### src/logic/irq_entry_cfg.svh
`ifndef IRQ_ENTRY_CFG_SVH
`define IRQ_ENTRY_CFG_SVH

// bus cycle queue entries, also the starting credit count
`define IRQ_QUEUE_DEPTH 4

`define IRQ_STACK_PAGE  8'h01   // stack lives in page one
`define IRQ_VECTOR_BASE 12'hFFF // top nibble range of the vector table

`endif

### src/logic/irq_types_pkg.sv
`default_nettype none

package irq_types_pkg;

  // --------------------
  // interrupt sources
  // --------------------

  // listed in priority order, reset wins over nmi, nmi over irq
  typedef enum logic [1:0]
  {
    src_res = 2'd0, // power-on or external reset
    src_nmi = 2'd1, // falling edge on nmi
    src_irq = 2'd2  // unmasked low level on irq
  } irq_src_t;

endpackage

`default_nettype wire

### src/logic/bus_types_pkg.sv
`default_nettype none

package bus_types_pkg;

  // --------------------
  // bus cycle kinds
  // --------------------

  typedef enum logic [1:0]
  {
    kind_push   = 2'd0, // stack access
    kind_vec_lo = 2'd1, // vector low byte read
    kind_vec_hi = 2'd2  // vector high byte read
  } cycle_kind_t;

  // one memory access of the entry sequence
  typedef struct packed
  {
    logic [15:0] addr;
    logic [7:0]  wdata;
    logic        write;
    cycle_kind_t kind;
    logic        last;  // final cycle of a sequence
  } bus_cycle_t;

endpackage

`default_nettype wire

### src/logic/cycle_link_if.sv
`default_nettype none

// bus cycles flow downstream, credits flow back up
interface cycle_link_if;

  logic                      valid;  // cycle present this clock
  bus_types_pkg::bus_cycle_t cycle;
  logic                      credit; // one pulse per freed slot

  modport src
  (
    output valid,
    output cycle,
    input  credit
  );

  modport dst
  (
    input  valid,
    input  cycle,
    output credit
  );

  modport mon
  (
    input valid,
    input cycle,
    input credit
  );

endinterface

`default_nettype wire

### src/logic/irq_control.sv
`default_nettype none

`include "irq_entry_cfg.svh"

module irq_control
(
  input  wire logic                    I_clock,
  input  wire logic                    I_reset,
  input  wire logic                    I_nmi,
  input  wire logic                    I_irq,
  input  wire logic                    I_irq_mask,
  input  wire logic                    take,
  output logic                         force_brk,
  output logic                         O_irq_mask,
  output logic [15:0]                  vec_lo,
  output logic [15:0]                  vec_hi,
  output irq_types_pkg::irq_src_t      src
);

  logic       last_nmi;   // nmi sampled one clock ago
  logic       raise_nmi;  // falling edge seen
  logic       raise_res;  // set while in reset
  logic       raise_irq;
  logic       res_p;
  logic       nmi_p;
  logic       irq_p;
  logic       take_res;
  logic       take_nmi;
  logic       take_irq;
  logic [3:0] vec_nib;

  assign raise_irq  = ~I_irq & ~I_irq_mask; // level, active low
  assign force_brk  = res_p | nmi_p | irq_p;
  assign O_irq_mask = res_p | irq_p | I_irq_mask;

  assign take_res = take & (src == irq_types_pkg::src_res);
  assign take_nmi = take & (src == irq_types_pkg::src_nmi);
  assign take_irq = take & (src == irq_types_pkg::src_irq);

  // --------------------
  // priority and vectors
  // --------------------

  always_comb
  begin
    if (res_p)
    begin
      src     = irq_types_pkg::src_res;
      vec_nib = 4'hC;
    end
    else if (nmi_p)
    begin
      src     = irq_types_pkg::src_nmi;
      vec_nib = 4'hA;
    end
    else
    begin
      src     = irq_types_pkg::src_irq;
      vec_nib = 4'hE;
    end
  end

  assign vec_lo = {`IRQ_VECTOR_BASE, vec_nib};
  assign vec_hi = {`IRQ_VECTOR_BASE, vec_nib + 4'd1}; // pair is always lo+1

  // --------------------
  // pending latches
  // --------------------

  always_ff @(posedge I_clock or negedge I_reset)
  begin
    if (!I_reset)
    begin
      last_nmi  <= 1'b0;
      raise_nmi <= 1'b0;
      raise_res <= 1'b1; // reset request waits for release
      res_p     <= 1'b0;
      nmi_p     <= 1'b0;
      irq_p     <= 1'b0;
    end
    else
    begin
      last_nmi  <= I_nmi;
      raise_nmi <= last_nmi & ~I_nmi;
      raise_res <= 1'b0;

      if (raise_res)
        res_p <= 1'b1;
      else if (take_res)
        res_p <= 1'b0;

      // a fresh edge beats the clear
      if (raise_nmi)
        nmi_p <= 1'b1;
      else if (take_nmi)
        nmi_p <= 1'b0;

      irq_p <= raise_irq & ~take_irq; // re-evaluated every clock
    end
  end

endmodule

`default_nettype wire

### src/logic/entry_sequencer.sv
`default_nettype none

`include "irq_entry_cfg.svh"

module entry_sequencer
(
  input  wire logic                     I_clock,
  input  wire logic                     I_reset,
  input  wire logic                     force_brk,
  input  wire logic [15:0]              vec_lo,
  input  wire logic [15:0]              vec_hi,
  input  wire irq_types_pkg::irq_src_t  src,
  output logic                          take,
  input  wire logic [15:0]              I_pc,
  input  wire logic [7:0]               I_status,
  input  wire logic [7:0]               I_sp,
  cycle_link_if.src                     link
);

  localparam int unsigned CRED_W  = $clog2(`IRQ_QUEUE_DEPTH + 1);
  localparam logic [7:0]  BRK_BIT = 8'h10;

  logic                      busy;
  logic [2:0]                step;     // 0..4 within a sequence
  logic [CRED_W-1:0]         credits;
  logic                      send;
  logic                      push_wr;
  logic [7:0]                sp_m1;
  logic [7:0]                sp_m2;
  bus_types_pkg::bus_cycle_t cyc;

  // values frozen at take
  logic [15:0]               pc_q;
  logic [7:0]                status_q;
  logic [7:0]                sp_q;
  logic [15:0]               vlo_q;
  logic [15:0]               vhi_q;
  irq_types_pkg::irq_src_t   src_q;

  assign take    = ~busy & force_brk;
  assign send    = busy & (credits != '0);
  assign push_wr = (src_q != irq_types_pkg::src_res); // reset only reads the stack
  assign sp_m1   = sp_q - 8'd1;
  assign sp_m2   = sp_q - 8'd2;

  // --------------------
  // cycle builder
  // --------------------

  always_comb
  begin
    cyc = '0;
    case (step)
      3'd0:
      begin
        cyc.addr  = {`IRQ_STACK_PAGE, sp_q};
        cyc.wdata = pc_q[15:8];
        cyc.write = push_wr;
        cyc.kind  = bus_types_pkg::kind_push;
      end
      3'd1:
      begin
        cyc.addr  = {`IRQ_STACK_PAGE, sp_m1};
        cyc.wdata = pc_q[7:0];
        cyc.write = push_wr;
        cyc.kind  = bus_types_pkg::kind_push;
      end
      3'd2:
      begin
        cyc.addr  = {`IRQ_STACK_PAGE, sp_m2};
        cyc.wdata = status_q & ~BRK_BIT; // hardware entry, not brk
        cyc.write = push_wr;
        cyc.kind  = bus_types_pkg::kind_push;
      end
      3'd3:
      begin
        cyc.addr = vlo_q;
        cyc.kind = bus_types_pkg::kind_vec_lo;
      end
      default:
      begin
        cyc.addr = vhi_q;
        cyc.kind = bus_types_pkg::kind_vec_hi;
        cyc.last = 1'b1;
      end
    endcase
  end

  assign link.valid = send;
  assign link.cycle = cyc;

  always_ff @(posedge I_clock or negedge I_reset)
  begin
    if (!I_reset)
    begin
      busy    <= 1'b0;
      step    <= 3'd0;
      credits <= CRED_W'(`IRQ_QUEUE_DEPTH);
    end
    else
    begin
      credits <= credits - CRED_W'(send) + CRED_W'(link.credit);
      if (take)
      begin
        busy <= 1'b1;
        step <= 3'd0;
      end
      else if (send)
      begin
        step <= step + 3'd1;
        if (step == 3'd4)
          busy <= 1'b0; // fifth beat out
      end
    end
  end

  always_ff @(posedge I_clock)
  begin
    if (take)
    begin
      pc_q     <= I_pc;
      status_q <= I_status;
      sp_q     <= I_sp;
      vlo_q    <= vec_lo;
      vhi_q    <= vec_hi;
      src_q    <= src;
    end
  end

endmodule

`default_nettype wire

### src/logic/cycle_queue.sv
`default_nettype none

`include "irq_entry_cfg.svh"

module cycle_queue
(
  input  wire logic I_clock,
  input  wire logic I_reset,
  cycle_link_if.dst in_link,
  cycle_link_if.src out_link
);

  localparam int unsigned DEPTH = `IRQ_QUEUE_DEPTH;
  localparam int unsigned PTR_W = $clog2(DEPTH);
  localparam int unsigned CNT_W = $clog2(DEPTH + 1);

  bus_types_pkg::bus_cycle_t mem [DEPTH];
  logic [PTR_W-1:0]          wr_ptr;
  logic [PTR_W-1:0]          rd_ptr;
  logic [CNT_W-1:0]          count;
  logic                      push;
  logic                      pop;

  // wraps for any depth, not only powers of two
  function automatic logic [PTR_W-1:0] ptr_inc(input logic [PTR_W-1:0] ptr);
    return (ptr == PTR_W'(DEPTH - 1)) ? '0 : ptr + PTR_W'(1);
  endfunction

  assign push           = in_link.valid;   // credit scheme keeps us from overflowing
  assign pop            = out_link.credit; // engine completed the head
  assign out_link.valid = (count != '0);
  assign out_link.cycle = mem[rd_ptr];
  assign in_link.credit = pop;             // slot freed, hand it back

  always_ff @(posedge I_clock)
  begin
    if (push)
      mem[wr_ptr] <= in_link.cycle;
  end

  always_ff @(posedge I_clock or negedge I_reset)
  begin
    if (!I_reset)
    begin
      wr_ptr <= '0;
      rd_ptr <= '0;
      count  <= '0;
    end
    else
    begin
      if (push)
        wr_ptr <= ptr_inc(wr_ptr);
      if (pop)
        rd_ptr <= ptr_inc(rd_ptr);
      count <= count + CNT_W'(push) - CNT_W'(pop);
    end
  end

endmodule

`default_nettype wire

### src/logic/bus_engine.sv
`default_nettype none

module bus_engine
(
  input  wire logic        I_clock,
  input  wire logic        I_reset,
  cycle_link_if.dst        link,
  output logic             O_mem_valid,
  output logic             O_mem_write,
  output logic [15:0]      O_mem_addr,
  output logic [7:0]       O_mem_wdata,
  input  wire logic [7:0]  I_mem_rdata,
  input  wire logic        I_mem_ready,
  output logic             O_pc_load,
  output logic [15:0]      O_pc_new
);

  logic       complete;    // head cycle finishes this clock
  logic       is_vec_lo;
  logic       is_last;
  logic [7:0] vec_lo_byte;

  // --------------------
  // memory port
  // --------------------

  assign O_mem_valid = link.valid;
  assign O_mem_write = link.valid & link.cycle.write;
  assign O_mem_addr  = link.cycle.addr;
  assign O_mem_wdata = link.cycle.wdata;

  assign complete    = link.valid & I_mem_ready;
  assign link.credit = complete; // pops the queue head
  assign is_vec_lo   = complete & (link.cycle.kind == bus_types_pkg::kind_vec_lo);
  assign is_last     = complete & link.cycle.last;

  // --------------------
  // new program counter
  // --------------------

  always_ff @(posedge I_clock or negedge I_reset)
  begin
    if (!I_reset)
      O_pc_load <= 1'b0;
    else
      O_pc_load <= is_last; // one clock per entry
  end

  always_ff @(posedge I_clock)
  begin
    if (is_vec_lo)
      vec_lo_byte <= I_mem_rdata;
    if (is_last)
      O_pc_new <= {I_mem_rdata, vec_lo_byte}; // high byte arrives last
  end

endmodule

`default_nettype wire

### src/logic/irq_entry_top.sv
`default_nettype none

module irq_entry_top
(
  input  wire logic                I_clock,
  input  wire logic                I_reset,
  input  wire logic                I_nmi,
  input  wire logic                I_irq,
  input  wire logic                I_irq_mask,
  input  wire logic [15:0]         I_pc,
  input  wire logic [7:0]          I_status,
  input  wire logic [7:0]          I_sp,
  input  wire logic [7:0]          I_mem_rdata,
  input  wire logic                I_mem_ready,
  output logic                     O_irq_mask,
  output logic                     O_busy,
  output irq_types_pkg::irq_src_t  O_src,
  output logic                     O_mem_valid,
  output logic                     O_mem_write,
  output logic [15:0]              O_mem_addr,
  output logic [7:0]               O_mem_wdata,
  output logic                     O_pc_load,
  output logic [15:0]              O_pc_new
);

  logic                    force_brk;
  logic                    take;
  logic [15:0]             vec_lo;
  logic [15:0]             vec_hi;
  irq_types_pkg::irq_src_t src;

  cycle_link_if seq_link (); // sequencer to queue
  cycle_link_if eng_link (); // queue to engine

  assign O_busy = force_brk;
  assign O_src  = src;

  irq_control irq_control_inst
  (
    .I_clock    (I_clock),
    .I_reset    (I_reset),
    .I_nmi      (I_nmi),
    .I_irq      (I_irq),
    .I_irq_mask (I_irq_mask),
    .take       (take),
    .force_brk  (force_brk),
    .O_irq_mask (O_irq_mask),
    .vec_lo     (vec_lo),
    .vec_hi     (vec_hi),
    .src        (src)
  );

  entry_sequencer entry_sequencer_inst
  (
    .I_clock   (I_clock),
    .I_reset   (I_reset),
    .force_brk (force_brk),
    .vec_lo    (vec_lo),
    .vec_hi    (vec_hi),
    .src       (src),
    .take      (take),
    .I_pc      (I_pc),
    .I_status  (I_status),
    .I_sp      (I_sp),
    .link      (seq_link.src)
  );

  cycle_queue cycle_queue_inst
  (
    .I_clock  (I_clock),
    .I_reset  (I_reset),
    .in_link  (seq_link.dst),
    .out_link (eng_link.src)
  );

  bus_engine bus_engine_inst
  (
    .I_clock     (I_clock),
    .I_reset     (I_reset),
    .link        (eng_link.dst),
    .O_mem_valid (O_mem_valid),
    .O_mem_write (O_mem_write),
    .O_mem_addr  (O_mem_addr),
    .O_mem_wdata (O_mem_wdata),
    .I_mem_rdata (I_mem_rdata),
    .I_mem_ready (I_mem_ready),
    .O_pc_load   (O_pc_load),
    .O_pc_new    (O_pc_new)
  );

endmodule

`default_nettype wire

### config.mk
export PLATFORM = sky130hd
export DESIGN_NAME = irq_entry_top
export DESIGN_NICKNAME = d
export VERILOG_FILES = /design/src/logic/irq_types_pkg.sv /design/src/logic/bus_types_pkg.sv /design/src/logic/cycle_link_if.sv /design/src/logic/irq_control.sv /design/src/logic/entry_sequencer.sv /design/src/logic/cycle_queue.sv /design/src/logic/bus_engine.sv /design/src/logic/irq_entry_top.sv
export VERILOG_INCLUDE_DIRS = /design/src /design/src/logic
export SDC_FILE = /design/constraint.sdc
export NUM_CORES = 1
export LEC_CHECK = 0
export ABC_AREA = 1
export BUFFER_PORTS_ARGS = -buffer_cell sky130_fd_sc_hd__buf_2
export CAP_MARGIN = 15
export CORE_MARGIN = 1.5
export CORE_UTILIZATION = 60
export DETAILED_ROUTE_END_ITERATION = 10
export PLACE_DENSITY_LB_ADDON = 0.25
export SLEW_MARGIN = 20
export SYNTH_ARGS = -nofsm -noshare
export SYNTH_HDL_FRONTEND = slang
export SYNTH_HIERARCHICAL = 1
export SYNTH_SLANG_ARGS = --single-unit
### constraint.sdc
create_clock -name I_clock -period 5.25 [get_ports I_clock]
set_clock_uncertainty 0.1 [all_clocks]
set_input_delay 0.525 -clock I_clock [delete_from_list [all_inputs] [get_ports I_clock]]
set_output_delay 0.525 -clock I_clock [all_outputs]
set_load 0.005 [all_outputs]
### After elaboration in Yosys (flattened, before gate mapping)

Memory sizes are Yosys's and may differ from the RTL's.
Cells that the tools add are included.

| operators by class | value |
|---|---|
| reduce and logical (&&, ||, !) cells | 12 |
| bitwise operators | 21 |
| eq/ne operators | 9 |
| mux-type cells | 21 |
| $add $sub $neg | 10 |

Operator list:

| cell | count |
|---|---|
| $pmux 16 s4 | 1 |
| $pmux 9 s3 | 1 |
| $and 1x1->1 | 12 |
| $mux 1 | 10 |
| $reduce_bool 2->1 | 5 |
| $mux 3 | 3 |
| $mux 2 | 4 |
| $sub 8x1->8 const B | 1 |
| $sub 8x2->8 const B | 1 |
| $add 3x1->3 | 2 |
| $eq 2x2->1 const B | 3 |
| $eq 3x2->1 const B | 2 |
| $reduce_bool 3->1 | 2 |
| $sub 3x1->3 | 2 |
| $not 1->1 | 5 |
| $add 2x1->2 const B | 2 |
| $add 4x1->4 const B | 1 |
| $eq 2x1->1 const B | 2 |
| $mux 4 | 1 |
| $or 1x1->1 | 4 |
| $pmux 2 s2 | 1 |
| $reduce_or 4->1 | 1 |
| $add 3x1->3 const B | 1 |
| $eq 3x1->1 const B | 1 |
| other kinds (5) | 5 |

| storage, ports and cells | value |
|---|---|
| memories | 1 |
| input port bits | 46 |
| flip-flop bits (word level) | 87 |
| memory bits (writable) | 112 |
| output and inout port bits | 47 |

Memories:

| memory | depth | bits a word | read ports | clocked after memory_dff | wr ports | line | RTL |
|---|---|---|---|---|---|---|---|
| cycle_queue_inst.mem | 4 | 28 | 1 | 0 | 1 | cycle_queue.sv:17 | `bus_types_pkg::bus_cycle_t mem [DEPTH];` |

### Longest topological paths before layout

Gate-level depths: netlist of run 1.

| depth | value |
|---|---|
| depth after elaboration | 6 |
| gate-level depth with buffers | 12 |
| mapped depth without buffers | 12 |

### By module

The synthesis of run 1 kept the hierarchy.

By module, submodules not included:

| module | instances | area each (µm²) | cells an instance |
|---|---|---|---|
| cycle_queue | 1 | 5159.9 | 490 |
| entry_sequencer | 1 | 3094.2 | 246 |
| bus_engine | 1 | 972.2 | 59 |
| irq_control | 1 | 462.9 | 56 |

### Worst setup path before layout of run 1

Ideal clock, no wire load.

| timing | value |
|---|---|
| path kind | flip-flop to flip-flop |
| from | reg irq_control_inst.res_p |
| to | reg entry_sequencer_inst.pc_q[0], enable pin |
| arrival time | 1914 ps |
| setup time | 422 ps |
| path slack | 2814 ps |
| required time | 4728 ps |
| clock period less this slack | 2436 ps |
| stages on the path, launching flop included | 5 |
| path buffers | 0 |
| cells stage by stage | dfrtp_1 -> nor2_2 -> nand2_1 -> nand2_1 -> inv_1 |

| on the way | value |
|---|---|
| word-level cells in the longest chain between the ends | 3 |

RTL lines:

| element | line | RTL |
|---|---|---|
| start: declaration | irq_control.sv:24 | `logic res_p;` |
| start signal: assignment | irq_control.sv:77 | `res_p <= 1'b0;` |
| start signal: assignment | irq_control.sv:88 | `res_p <= 1'b1;` |
| start signal: assignment | irq_control.sv:90 | `res_p <= 1'b0;` |
| $or 1x1->1 (2 in series) | irq_control.sv:33 | `assign force_brk = res_p \| nmi_p \| irq_p;` |
| net O_busy | irq_entry_top.sv:16 | `output logic O_busy,` |
| $and 1x1->1 | entry_sequencer.sv:40 | `assign take = ~busy & force_brk;` |
| net take | irq_entry_top.sv:27 | `logic take;` |
| end signal: assignment | entry_sequencer.sv:121 | `pc_q <= I_pc;` |
| end: declaration | entry_sequencer.sv:33 | `logic [15:0] pc_q;` |

The timed path passes the listed nets, and every way through them passes these cells.
A chain may end at the register's enable or synchronous reset.

==> flow_metrics.tcl, run 1 <==
set metrics [dict create \
    outcome "complete, no violations" \
    synth_cell_types 36 \
    routed_wl_mm 15.7 \
    cp.arrival_ns 2.14 \
    cts_resized 0 \
    core_mm2 0.0158 \
    sequentialPowerShare 0.449 \
    fmax_ghz 0.362 \
    cap_violations 0 \
    drive_gt1_frac 0.162 \
    vias 5530 \
    dr.pass1.iters 5 \
    p_comb_frac 0.335 \
    fillers 1176 \
    p_clk_frac 0.216 \
    via_per_inst 4.80 \
    antenna_found_initial 0 \
    cts_tree "done" \
    netlist_instances 851 \
    place.port_buffers 91 \
    numCtsBuffers 22 \
    critPathCaptureType "primary output" \
    async_flop_share 0.0946 \
    avgSynthCellArea_um2 11.4 \
    finalSetupViolations 0 \
    rows 46 \
    die_y_um 130 \
    drt_iter0_drc 283 \
    grt_pass1_vias 5328 \
    die_area_mm2 0.0169 \
    clockRootBuffer "clkbuf_16" \
    ys_seq_area_frac 0.677 \
    synthFlopType "edfxtp_1" \
    hpwlAfterDp_mm 9.67 \
    critical_path_required_ns 4.62 \
    synth-seq-cells 222 \
    switching_power_w 0.00239 \
    finalNetCount 987 \
    grt.total_usage 0.194 \
    yosysTopAreaCellShare 0.623 \
    clock_latency_ns 0.50 \
    clockBufferDepth 3 \
    p_per_area_mw_per_mm2 648 \
    hold_path.class "input port to flop" \
    cp_max_fo 30 \
    wl_per_cell_um 13.6 \
    finalSetupTns_ns 0 \
    hold_ws_ns 0.0573 \
    leakage_nw 4.79 \
    yosys_warnings 6 \
    intPower_w 0.00453 \
    ir_worst_vdd_v 0.000360 \
    place_area_mm2 0.00997 \
    h-tree-depth 1 \
    grt_pass1_wl_mm 25.2 \
    switching_share 0.345 \
    final-hold-violation-count 0 \
    ant_nets 0 \
    syn_to_final_growth_pct 10.2 \
    io_pins 93 \
    synth_top_area_cell "edfxtp_1" \
    postCtsSetupBuffers 0 \
    cts_sinks 222 \
    initial_core_util 0.612 \
    rsz0062_at_grt "false" \
    n_antenna_cell 0 \
    post-route-drc-count 0 \
    crit_type "flop to primary output" \
    fin_crit_sh 0.527 \
    grt_max_degree 59 \
    min_period_ns 2.77 \
    synth_edf_count 201 \
    slew_viol_final 0 \
    syn-cell-area_mm2 0.00969 \
    dieWidth_um 130 \
    cp-start-kind "flop" \
    synth_area_leaders "edfxtp_1 (62%), nand2_1 (8.3%), inv_1 (5.9%), dfrtp_1 (4.9%), buf_4 (4.6%)" \
    place.gp.congestion 0.842 \
    grt_overflow 0 \
    design_area_mm2 0.0107 \
    slew_headroom 0.351 \
    tightest_slew_ns 0.973 \
    clkTransAtPathRegs_ns 0.06 \
]
layer usage:
layer	vias up	wire length, um	global-route usage
met3	16	704	0.0295
li1	2805	-	-
met5	-	0	0
met2	115	7960	0.345
met4	0	172	0.0523
met1	2594	6820	0.251
cells in the final DEF (no fill, tap or decap), types with 10 or more instances in the layout:
cell type / n
a21oi_1: 14
buf_2: 91
clkbuf_16: 23
conb_1: 29
dfrtp_1: 19
edfxtp_1: 201
ha_1: 17
inv_1: 151
nand2_1: 213
nand3_1: 71
nor2_1: 24
o21ai_0: 10
Yosys cell counts, types with 3 or more instances:
master	number
a21oi_1	14
a22o_1	8
a31oi_1	3
buf_2	9
buf_4	59
buf_6	8
dfrtp_1	19
edfxtp_1	201
ha_1	17
inv_1	152
inv_2	5
nand2_1	213
nand2_2	6
nand3_1	71
nor2_1	24
o21ai_0	10
o21ai_1	4
power by group through the flow:
| stage | Sequential, W | Combinational [W] | Clock, W |
|---|---|---|---|
| after floorplan | 0.00310 | 0.00191 | 0 |
| after global placement | 0.00312 | 0.00226 | 0 |
| after detailed placement | 0.00314 | 0.00233 | 0 |
| after CTS | 0.00311 | 0.00235 | 0.00153 |
| after global routing | 0.00317 | 0.00266 | 0.00160 |
| final | 0.00311 | 0.00232 | 0.00149 |
metrics by stage:
| stage | util | worst slack, ns | power (W) | instances |
|---|---|---|---|---|
| 2_1_floorplan | - | 2.81 | 0.00500 | 878 |
| 3_3_place_gp | 0.630 | 2.54 | 0.00538 | 1113 |
| 3_5_place_dp | 0.630 | 2.52 | 0.00547 | 1113 |
| 4_1_cts | 0.674 | 2.47 | 0.00699 | 1152 |
| 5_1_grt | 0.674 | 2.22 | 0.00742 | 1152 |
| 6_report | 0.674 | 2.48 | 0.00692 | 1152 |
registers in the layout, summed over array words and instances, names as in the netlist, 2 cells and up:
register and cells:
entry_sequencer_inst/vlo_q 16, cycle_queue_inst/rd_ptr 2, entry_sequencer_inst/status_q 7, cycle_queue_inst/wr_ptr 2, bus_engine_inst/O_pc_new 16, cycle_queue_inst/count 3, entry_sequencer_inst/pc_q 16, entry_sequencer_inst/credits 3
bus_engine_inst/vec_lo_byte 8, cycle_queue_inst/mem 112, entry_sequencer_inst/vhi_q 16, entry_sequencer_inst/src_q 2, entry_sequencer_inst/sp_q 8, entry_sequencer_inst/step 3
critical path, cell delays in order, from the launching register on:
cell and delay (ns):
dfrtp_1 0.35, buf_4 0.26, inv_2 0.52, nand3_1 0.18, nand2_1 0.09, nand2_1 0.05
inv_1 0.06, buf_2 0.10
worst paths after layout:
check | slack [ns] | end | start | depth (start not counted)
min in group asynchronous | 0.42 | bus_engine_inst/O_pc_load$_DFF_PN0_ | I_reset | 2
setup reg to reg | 2.53 | cycle_queue_inst/mem[1][14]$_DFFE_PP_ | entry_sequencer_inst/credits[2]$_DFF_PN1_ | 5
hold reg to reg | 0.32 | bus_engine_inst/O_pc_new[6]$_DFFE_PP_ | bus_engine_inst/vec_lo_byte[6]$_DFFE_PP_ | 0
hold / removal | 0.06 | irq_control_inst/last_nmi$_DFF_PN0_ | I_nmi | 1
max in group asynchronous | 4.27 | irq_control_inst/raise_res$_DFF_PN1_ | I_reset | 2
setup / recovery | 2.48 | O_mem_write | cycle_queue_inst/rd_ptr[1]$_DFFE_PN0P_ | 7
timing repair:
item                                   CTS  global route
setup endpoints to repair                0             0
endpoints found under the hold margin   19             0
hold buffers                             1             0
cell families (layout without fill, tap and decap cells):
kind of cell               Yosys count  count (layout)  synth area share
DFF                                222             222             0.677
other                                2              29          0.000775
buffers and inverters              238             296             0.125
xor gates and xnor gates             2               2           0.00181
AOI/OAI and AO/OA                   45              45            0.0285
and+or+nand+nor                    323             323             0.140
adders and majority gates           19              19            0.0261
area by class of cell:
class,instances,area (um2),area share
repair buffers,100,526,0.0492
flip-flops and latches,222,6560,0.615
clock inverters,14,119,0.0111
multi-input cells,418,2020,0.189
inverters,158,601,0.0563
clock buffers,24,579,0.0543
well taps,216,270,0.0253
Note: power is estimated with default switching activity, not from simulation.
==> inputs of run 2 (changes only) <==
- ABC_AREA: 1 -> 0
- clock period: 5.25 -> 2.6 ns (I/O delays scaled with it)
==> run 2 against run 1 <==
Effect of this change:
- non-clock buffer count grew 52
- register-to-register slack lost 2.4 ns
- clock-buffer cell count grew 6
- critical path type unchanged
- largest power group unchanged
==> flow_metrics.tcl, run 2 <==
set metrics [dict create \
    clockBufferDepth 3 \
    finalSetupViolations 0 \
    yosysMostFrequentCell "edfxtp_1" \
    largest_reg_flops 112 \
    synth_edf_count 201 \
    multiInputGateArea_mm2 0.00187 \
    r2r_end "cycle_queue_inst/count[2]$_DFF_PN0_" \
    synthFlopType "edfxtp_1" \
    power_w 0.0138 \
    async_flop_share 0.0946 \
    fillers 896 \
    cts_sinks 222 \
    rr_worst_depth 9 \
    critical_path_required_ns 2.24 \
    ys_seq_area_frac 0.733 \
    routed_wl_mm 15.7 \
    final_cell_mix "edfxtp_1 (201), buf_2 (91), dlygate4sd3_1 (43)" \
    tightest_slew_ns 0.801 \
    avgSynthCellArea_um2 17.8 \
    ant_nets 0 \
    p_comb_frac 0.311 \
    vias 4629 \
    drive_gt1_frac 0.295 \
    cp_max_fo 20 \
    synth_top_area_cell "edfxtp_1" \
    p_clk_frac 0.226 \
    synth_area_leaders "edfxtp_1 (67%), mux4_2 (7.0%), dfrtp_1 (5.3%), buf_4 (4.8%), ha_1 (2.4%)" \
    n_antenna_cell 0 \
    synth-seq-cells 222 \
    cp-start-kind "flop" \
    r2r_slack_ns 0.15 \
    seq_area_mm2 0.00657 \
    place.gp.congestion 0.835 \
    grt_max_degree 30 \
    sequentialPowerShare 0.463 \
    final_common_cell "edfxtp_1" \
    instances_no_fill 835 \
    grt.total_usage 0.206 \
    synth_cell_types 51 \
    yosysTopAreaCellShare 0.674 \
    cts_tree "done" \
    hpwlAfterDp_mm 9.67 \
    critPathCaptureType "primary output" \
    grt_pass1_wl_mm 25.1 \
    wl_per_cell_um 18.8 \
    fin_util 0.727 \
    intPower_w 0.00957 \
    finalNetCount 700 \
    hold_ws_ns 0.146 \
    switching_power_w 0.00421 \
    syn_to_final_growth_pct 18.0 \
    dieWidth_um 125 \
    p_per_area_mw_per_mm2 1300 \
    r2r-start "cycle_queue_inst/count[1]$_DFF_PN0_" \
    largest_register "cycle_queue_inst/mem" \
    initial_core_util 0.616 \
    slew_headroom 0.466 \
    final-hold-violation-count 0 \
    io_pins 93 \
    yosys_warnings 6 \
    cap_violations 0 \
    grt_overflow 0 \
    finalSetupTns_ns 0 \
    via_per_inst 5.54 \
    hold_path.class "input port to asynchronous set/reset pin" \
    dp.cells 752 \
    fin_crit_sh 0.959 \
    min_period_ns 2.49 \
    postCtsSetupBuffers 0 \
    ir_worst_vdd_v 0.000588 \
    grt_pass1_vias 4835 \
    cp.arrival_ns 2.13 \
    slew_viol_final 0 \
    clkTransAtPathRegs_ns 0.06 \
    netlist_instances 502 \
    dr.pass1.iters 5 \
    switching_share 0.305 \
    core_mm2 0.0145 \
    antenna_found_initial 0 \
    syn-cell-area_mm2 0.00895 \
    rsz0062_at_grt "true" \
    numCtsBuffers 22 \
    post-route-drc-count 0 \
    h-tree-depth 1 \
    clockRootBuffer "clkbuf_16" \
    die_area_mm2 0.0157 \
    die_y_um 125 \
    leakage_nw 3.97 \
    crit_type "flop to primary output" \
    rows 44 \
    place.port_buffers 91 \
    drt_iter0_drc 361 \
    outcome "complete, no violations" \
    clock_latency_ns 0.51 \
    fmax_ghz 0.401 \
    ys_top_cells_by_count "edfxtp_1 (201), buf_4 (57), inv_1 (29)" \
]
## run 2: cells by family (layout without fill, tap and decap cells)
kind of cell               count (synthesis)  after routing  synth area share
other                                      2             29          0.000839
buffers and inverters                    100            222            0.0710
muxes                                     30             30            0.0729
AOI/OAI and AO/OA                         64             64            0.0539
xor gates and xnor gates                   4              4           0.00391
DFF                                      222            222             0.733
adders and majority gates                 19             19            0.0282
and+or+nand+nor                           61             61            0.0362
## run 2: through the flow
step / worst slack [ns] / cell area, um2
floorplan: 0.0825 / 9060
global placement: 0.243 / 9390
detailed placement: 0.147 / 9390
CTS: 0.000296 / 10500
global route: 0.000307 / 10600
finish: 0.108 / 10600
## run 2: repair_timing
| action | CTS | global route |
|---|---|---|
| resized for setup | 0 | 7 |
| hold buffers | 43 | 0 |
| endpoints found under the setup margin | 0 | 3 |
| endpoints found under the hold margin | 71 | 0 |
## run 2: worst max-delay path, cell delays in order (launching register included)
cell     delay [ns]
dfrtp_4        0.57
buf_12         0.24
mux4_2         0.53
and2_4         0.15
buf_2          0.12
## run 2: final cells by class
cell class	instances	area share
Multi-Input combinational cell	207	0.177
Tap cell	184	0.0218
Sequential cell	222	0.622
Clock buffer	30	0.0578
Clock inverter	10	0.0107
Timing Repair Buffer	152	0.100
Inverter	30	0.0110
## run 2: how the worst max path moves through the flow
| stage | cells after the start | end | slack (ns) | start |
|---|---|---|---|---|
| after floorplan | 5 | irq_control_inst/nmi_p$_DFFE_PN0P_ | 0.08 | irq_control_inst/res_p$_DFFE_PN0P_ |
| after global placement | 9 | cycle_queue_inst/count[2]$_DFF_PN0_ | 0.24 | cycle_queue_inst/count[1]$_DFF_PN0_ |
| after detailed placement | 9 | cycle_queue_inst/count[2]$_DFF_PN0_ | 0.15 | cycle_queue_inst/count[1]$_DFF_PN0_ |
| after CTS | 4 | O_mem_write | 0.0003 | cycle_queue_inst/rd_ptr[0]$_DFFE_PN0P_ |
| after global routing | 4 | O_mem_write | 0.0003 | cycle_queue_inst/rd_ptr[0]$_DFFE_PN0P_ |
| final | 4 | O_mem_write | 0.11 | cycle_queue_inst/rd_ptr[0]$_DFFE_PN0P_ |
## run 2: layer usage
layer  vias to the layer above  share of wire  GRT usage
met5                         -              0          0
met4                         0          0.029     0.0675
met3                        36          0.062     0.0359
met2                       189           0.51      0.356
met1                      2312           0.40      0.269
li1                       2092              -          -
## run 2: power by group through the flow
stage	clock, W	combinational (W)	sequential [W]
final	0.00311	0.00429	0.00638
after global routing	0.00331	0.00471	0.00651
after CTS	0.00316	0.00428	0.00637
after detailed placement	0	0.00421	0.00641
after global placement	0	0.00405	0.00632
after floorplan	0	0.00326	0.00622
==> inputs of run 3 (changes only) <==
- CORE_UTILIZATION: 60 -> 54
- MAX_ROUTING_LAYER: not set -> met4
- clock period: 2.6 -> 2 ns (I/O delays scaled with it)
==> run 3 against run 2 <==
Effect of this change:
- the run now ends with negative setup slack left
- power is 35% higher
- hold slack worse by 0.019 ns
- register-to-register slack worse by 0.33 ns
- clock power is 24% higher
- sequential share of layout area is 2.5 points lower
- utilization is 4.1 points lower
- largest cell class unchanged
- highest routed layer unchanged
==> flow_metrics.tcl, run 3 (synthesis results as in run 2) <==
set metrics [dict create \
    outcome "complete, but fails checks" \
    violations "negative setup slack" \
    die_y_um 132 \
    cts_sinks 222 \
    rsz0062_at_grt "true" \
    r2r_slack_ns -0.18 \
    largest_reg_flops 112 \
    leakage_nw 4.14 \
    finalSetupViolations 36 \
    syn_to_final_growth_pct 23.0 \
    crit_type "flop to flop" \
    cp_max_fo 2 \
    routed_wl_mm 15.7 \
    hold_ws_ns 0.127 \
    vias 4629 \
    slew_viol_final 0 \
    fmax_ghz 0.458 \
    rr_worst_depth 9 \
    final_cell_mix "edfxtp_1 (201), buf_2 (90), dlygate4sd3_1 (43)" \
    dr.pass1.iters 4 \
    slowest_delay_ns 0.40 \
    fillers 1055 \
    n_antenna_cell 0 \
    clock_latency_ns 0.49 \
    initial_core_util 0.558 \
    fin_crit_sh 1.09 \
    critPathCaptureType "flop" \
    min_period_ns 2.18 \
    grt_pass1_vias 4910 \
    clockBufferDepth 3 \
    place.gp.congestion 0.854 \
    post-route-drc-count 0 \
    critPathSlowestCell "or3_4" \
    drive_gt1_frac 0.368 \
    h-tree-depth 1 \
    ant_nets 0 \
    final-hold-violation-count 0 \
    p_per_area_mw_per_mm2 1690 \
    core_mm2 0.0161 \
    die_area_mm2 0.0174 \
    design_area_mm2 0.0110 \
    finalSetupTns_ns -4.34 \
    rows 46 \
    place_area_mm2 0.00967 \
    cap_violations 0 \
    clkTransAtPathRegs_ns 0.06 \
    hold_path.class "input port to asynchronous set/reset pin" \
    finalNetCount 728 \
    cp.arrival_ns 2.47 \
    grt_pass1_wl_mm 25.0 \
    final_common_cell "edfxtp_1" \
    seq_area_mm2 0.00657 \
    grt_overflow 0 \
    grt.total_usage 0.190 \
    largest_register "cycle_queue_inst/mem" \
    critical_path_required_ns 2.28 \
    worstPathCellList "or3_4 -> and2_4 -> ha_4 -> inv_2 -> ha_4 -> inv_2 -> fa_2 -> xnor2_2 -> xnor2_1" \
    wl_per_cell_um 17.6 \
    antenna_found_initial 0 \
    cp-start-kind "flop" \
    clockRootBuffer "clkbuf_16" \
    ir_worst_vdd_v 0.000785 \
    dieWidth_um 132 \
    cts_tree "done" \
    numCtsBuffers 23 \
    multiInputGateArea_mm2 0.00202 \
    grt_max_degree 56 \
    io_pins 93 \
    via_per_inst 5.17 \
    r2r_end "cycle_queue_inst/count[2]$_DFF_PN0_" \
    hpwlAfterDp_mm 9.97 \
    drt_iter0_drc 259 \
    place.port_buffers 91 \
    r2r-start "cycle_queue_inst/count[2]$_DFF_PN0_" \
    setup_ws_ns -0.185 \
]
-- run 3: changes by cell type in the layout (fill, tap and decap cells not counted), sizes merged --
cell,previous run,this run
clkbuf,30,32
clkinv,8,10
buf,109,136
inv,29,28
bufinv,2,0
-- run 3: through the flow --
step / instances / utilization / total power (W) / worst slack [ns]
2_1_floorplan: 529 / - / 0.0125 / -0.341
3_3_place_gp: 802 / 0.602 / 0.0140 / -0.154
3_5_place_dp: 802 / 0.602 / 0.0143 / -0.208
4_1_cts: 892 / 0.679 / 0.0186 / -0.200
5_1_grt: 895 / 0.686 / 0.0196 / -0.235
6_report: 895 / 0.686 / 0.0186 / -0.185
-- run 3: timing repair --
action / 4_1_cts / 5_1_grt
setup buffers: 7 / 4
setup endpoints to repair: 64 / 77
endpoints found under the hold margin: 71 / 0
resized for setup: 18 / 16
cloned: 0 / 0
pin swaps: 3 / 7
hold buffers: 43 / 0
-- run 3: power breakdown --
group | internal (W) | leakage, nW | switching, W
clock network | 0.00225 | 0.349 | 0.00160
registers | 0.00757 | 2.11 | 0.000606
logic | 0.00318 | 1.68 | 0.00339
-- run 3: metal layers --
layer  part of all wire  track usage  vias to the layer above  wire length (um)
li1                   -            -                     2146                 -
met1               0.42        0.231                     2343              6550
met2               0.52        0.330                      114              8210
met5                  0            -                        -                 0
met4              0.025       0.0580                        0               391
met3              0.036       0.0292                       26               568
-- run 3: final cells by class --
class,instances,area share
inverter,30,0.0107
tap,216,0.0245
timing repair buffer,179,0.122
clock inverter,9,0.00386
sequential,222,0.596
multi-input combinational,207,0.184
clock buffer,32,0.0590
-- run 3: how the worst max path moves through the flow --
stage | from | end | slack, ns | depth (start not counted)
2_1_floorplan | irq_control_inst/nmi_p$_DFFE_PN0P_ | entry_sequencer_inst/pc_q[0]$_DFFE_PP_ | -0.34 | 3
3_3_place_gp | cycle_queue_inst/count[2]$_DFF_PN0_ | cycle_queue_inst/count[2]$_DFF_PN0_ | -0.15 | 9
3_5_place_dp | cycle_queue_inst/count[2]$_DFF_PN0_ | cycle_queue_inst/count[2]$_DFF_PN0_ | -0.21 | 9
4_1_cts | cycle_queue_inst/rd_ptr[0]$_DFFE_PN0P_ | O_mem_addr[14] | -0.20 | 4
5_1_grt | cycle_queue_inst/rd_ptr[0]$_DFFE_PN0P_ | O_mem_addr[15] | -0.23 | 4
6_report | cycle_queue_inst/count[2]$_DFF_PN0_ | cycle_queue_inst/count[2]$_DFF_PN0_ | -0.18 | 9
-- run 3: critical path: cells and delay by family, from the launching register on --
family                     cells  cell delay (ns)
DFF                            1             0.39
buffers and inverters          2             0.09
and+or+nand+nor                2             0.56
adders and majority gates      3             0.66
xor gates and xnor gates       2             0.27
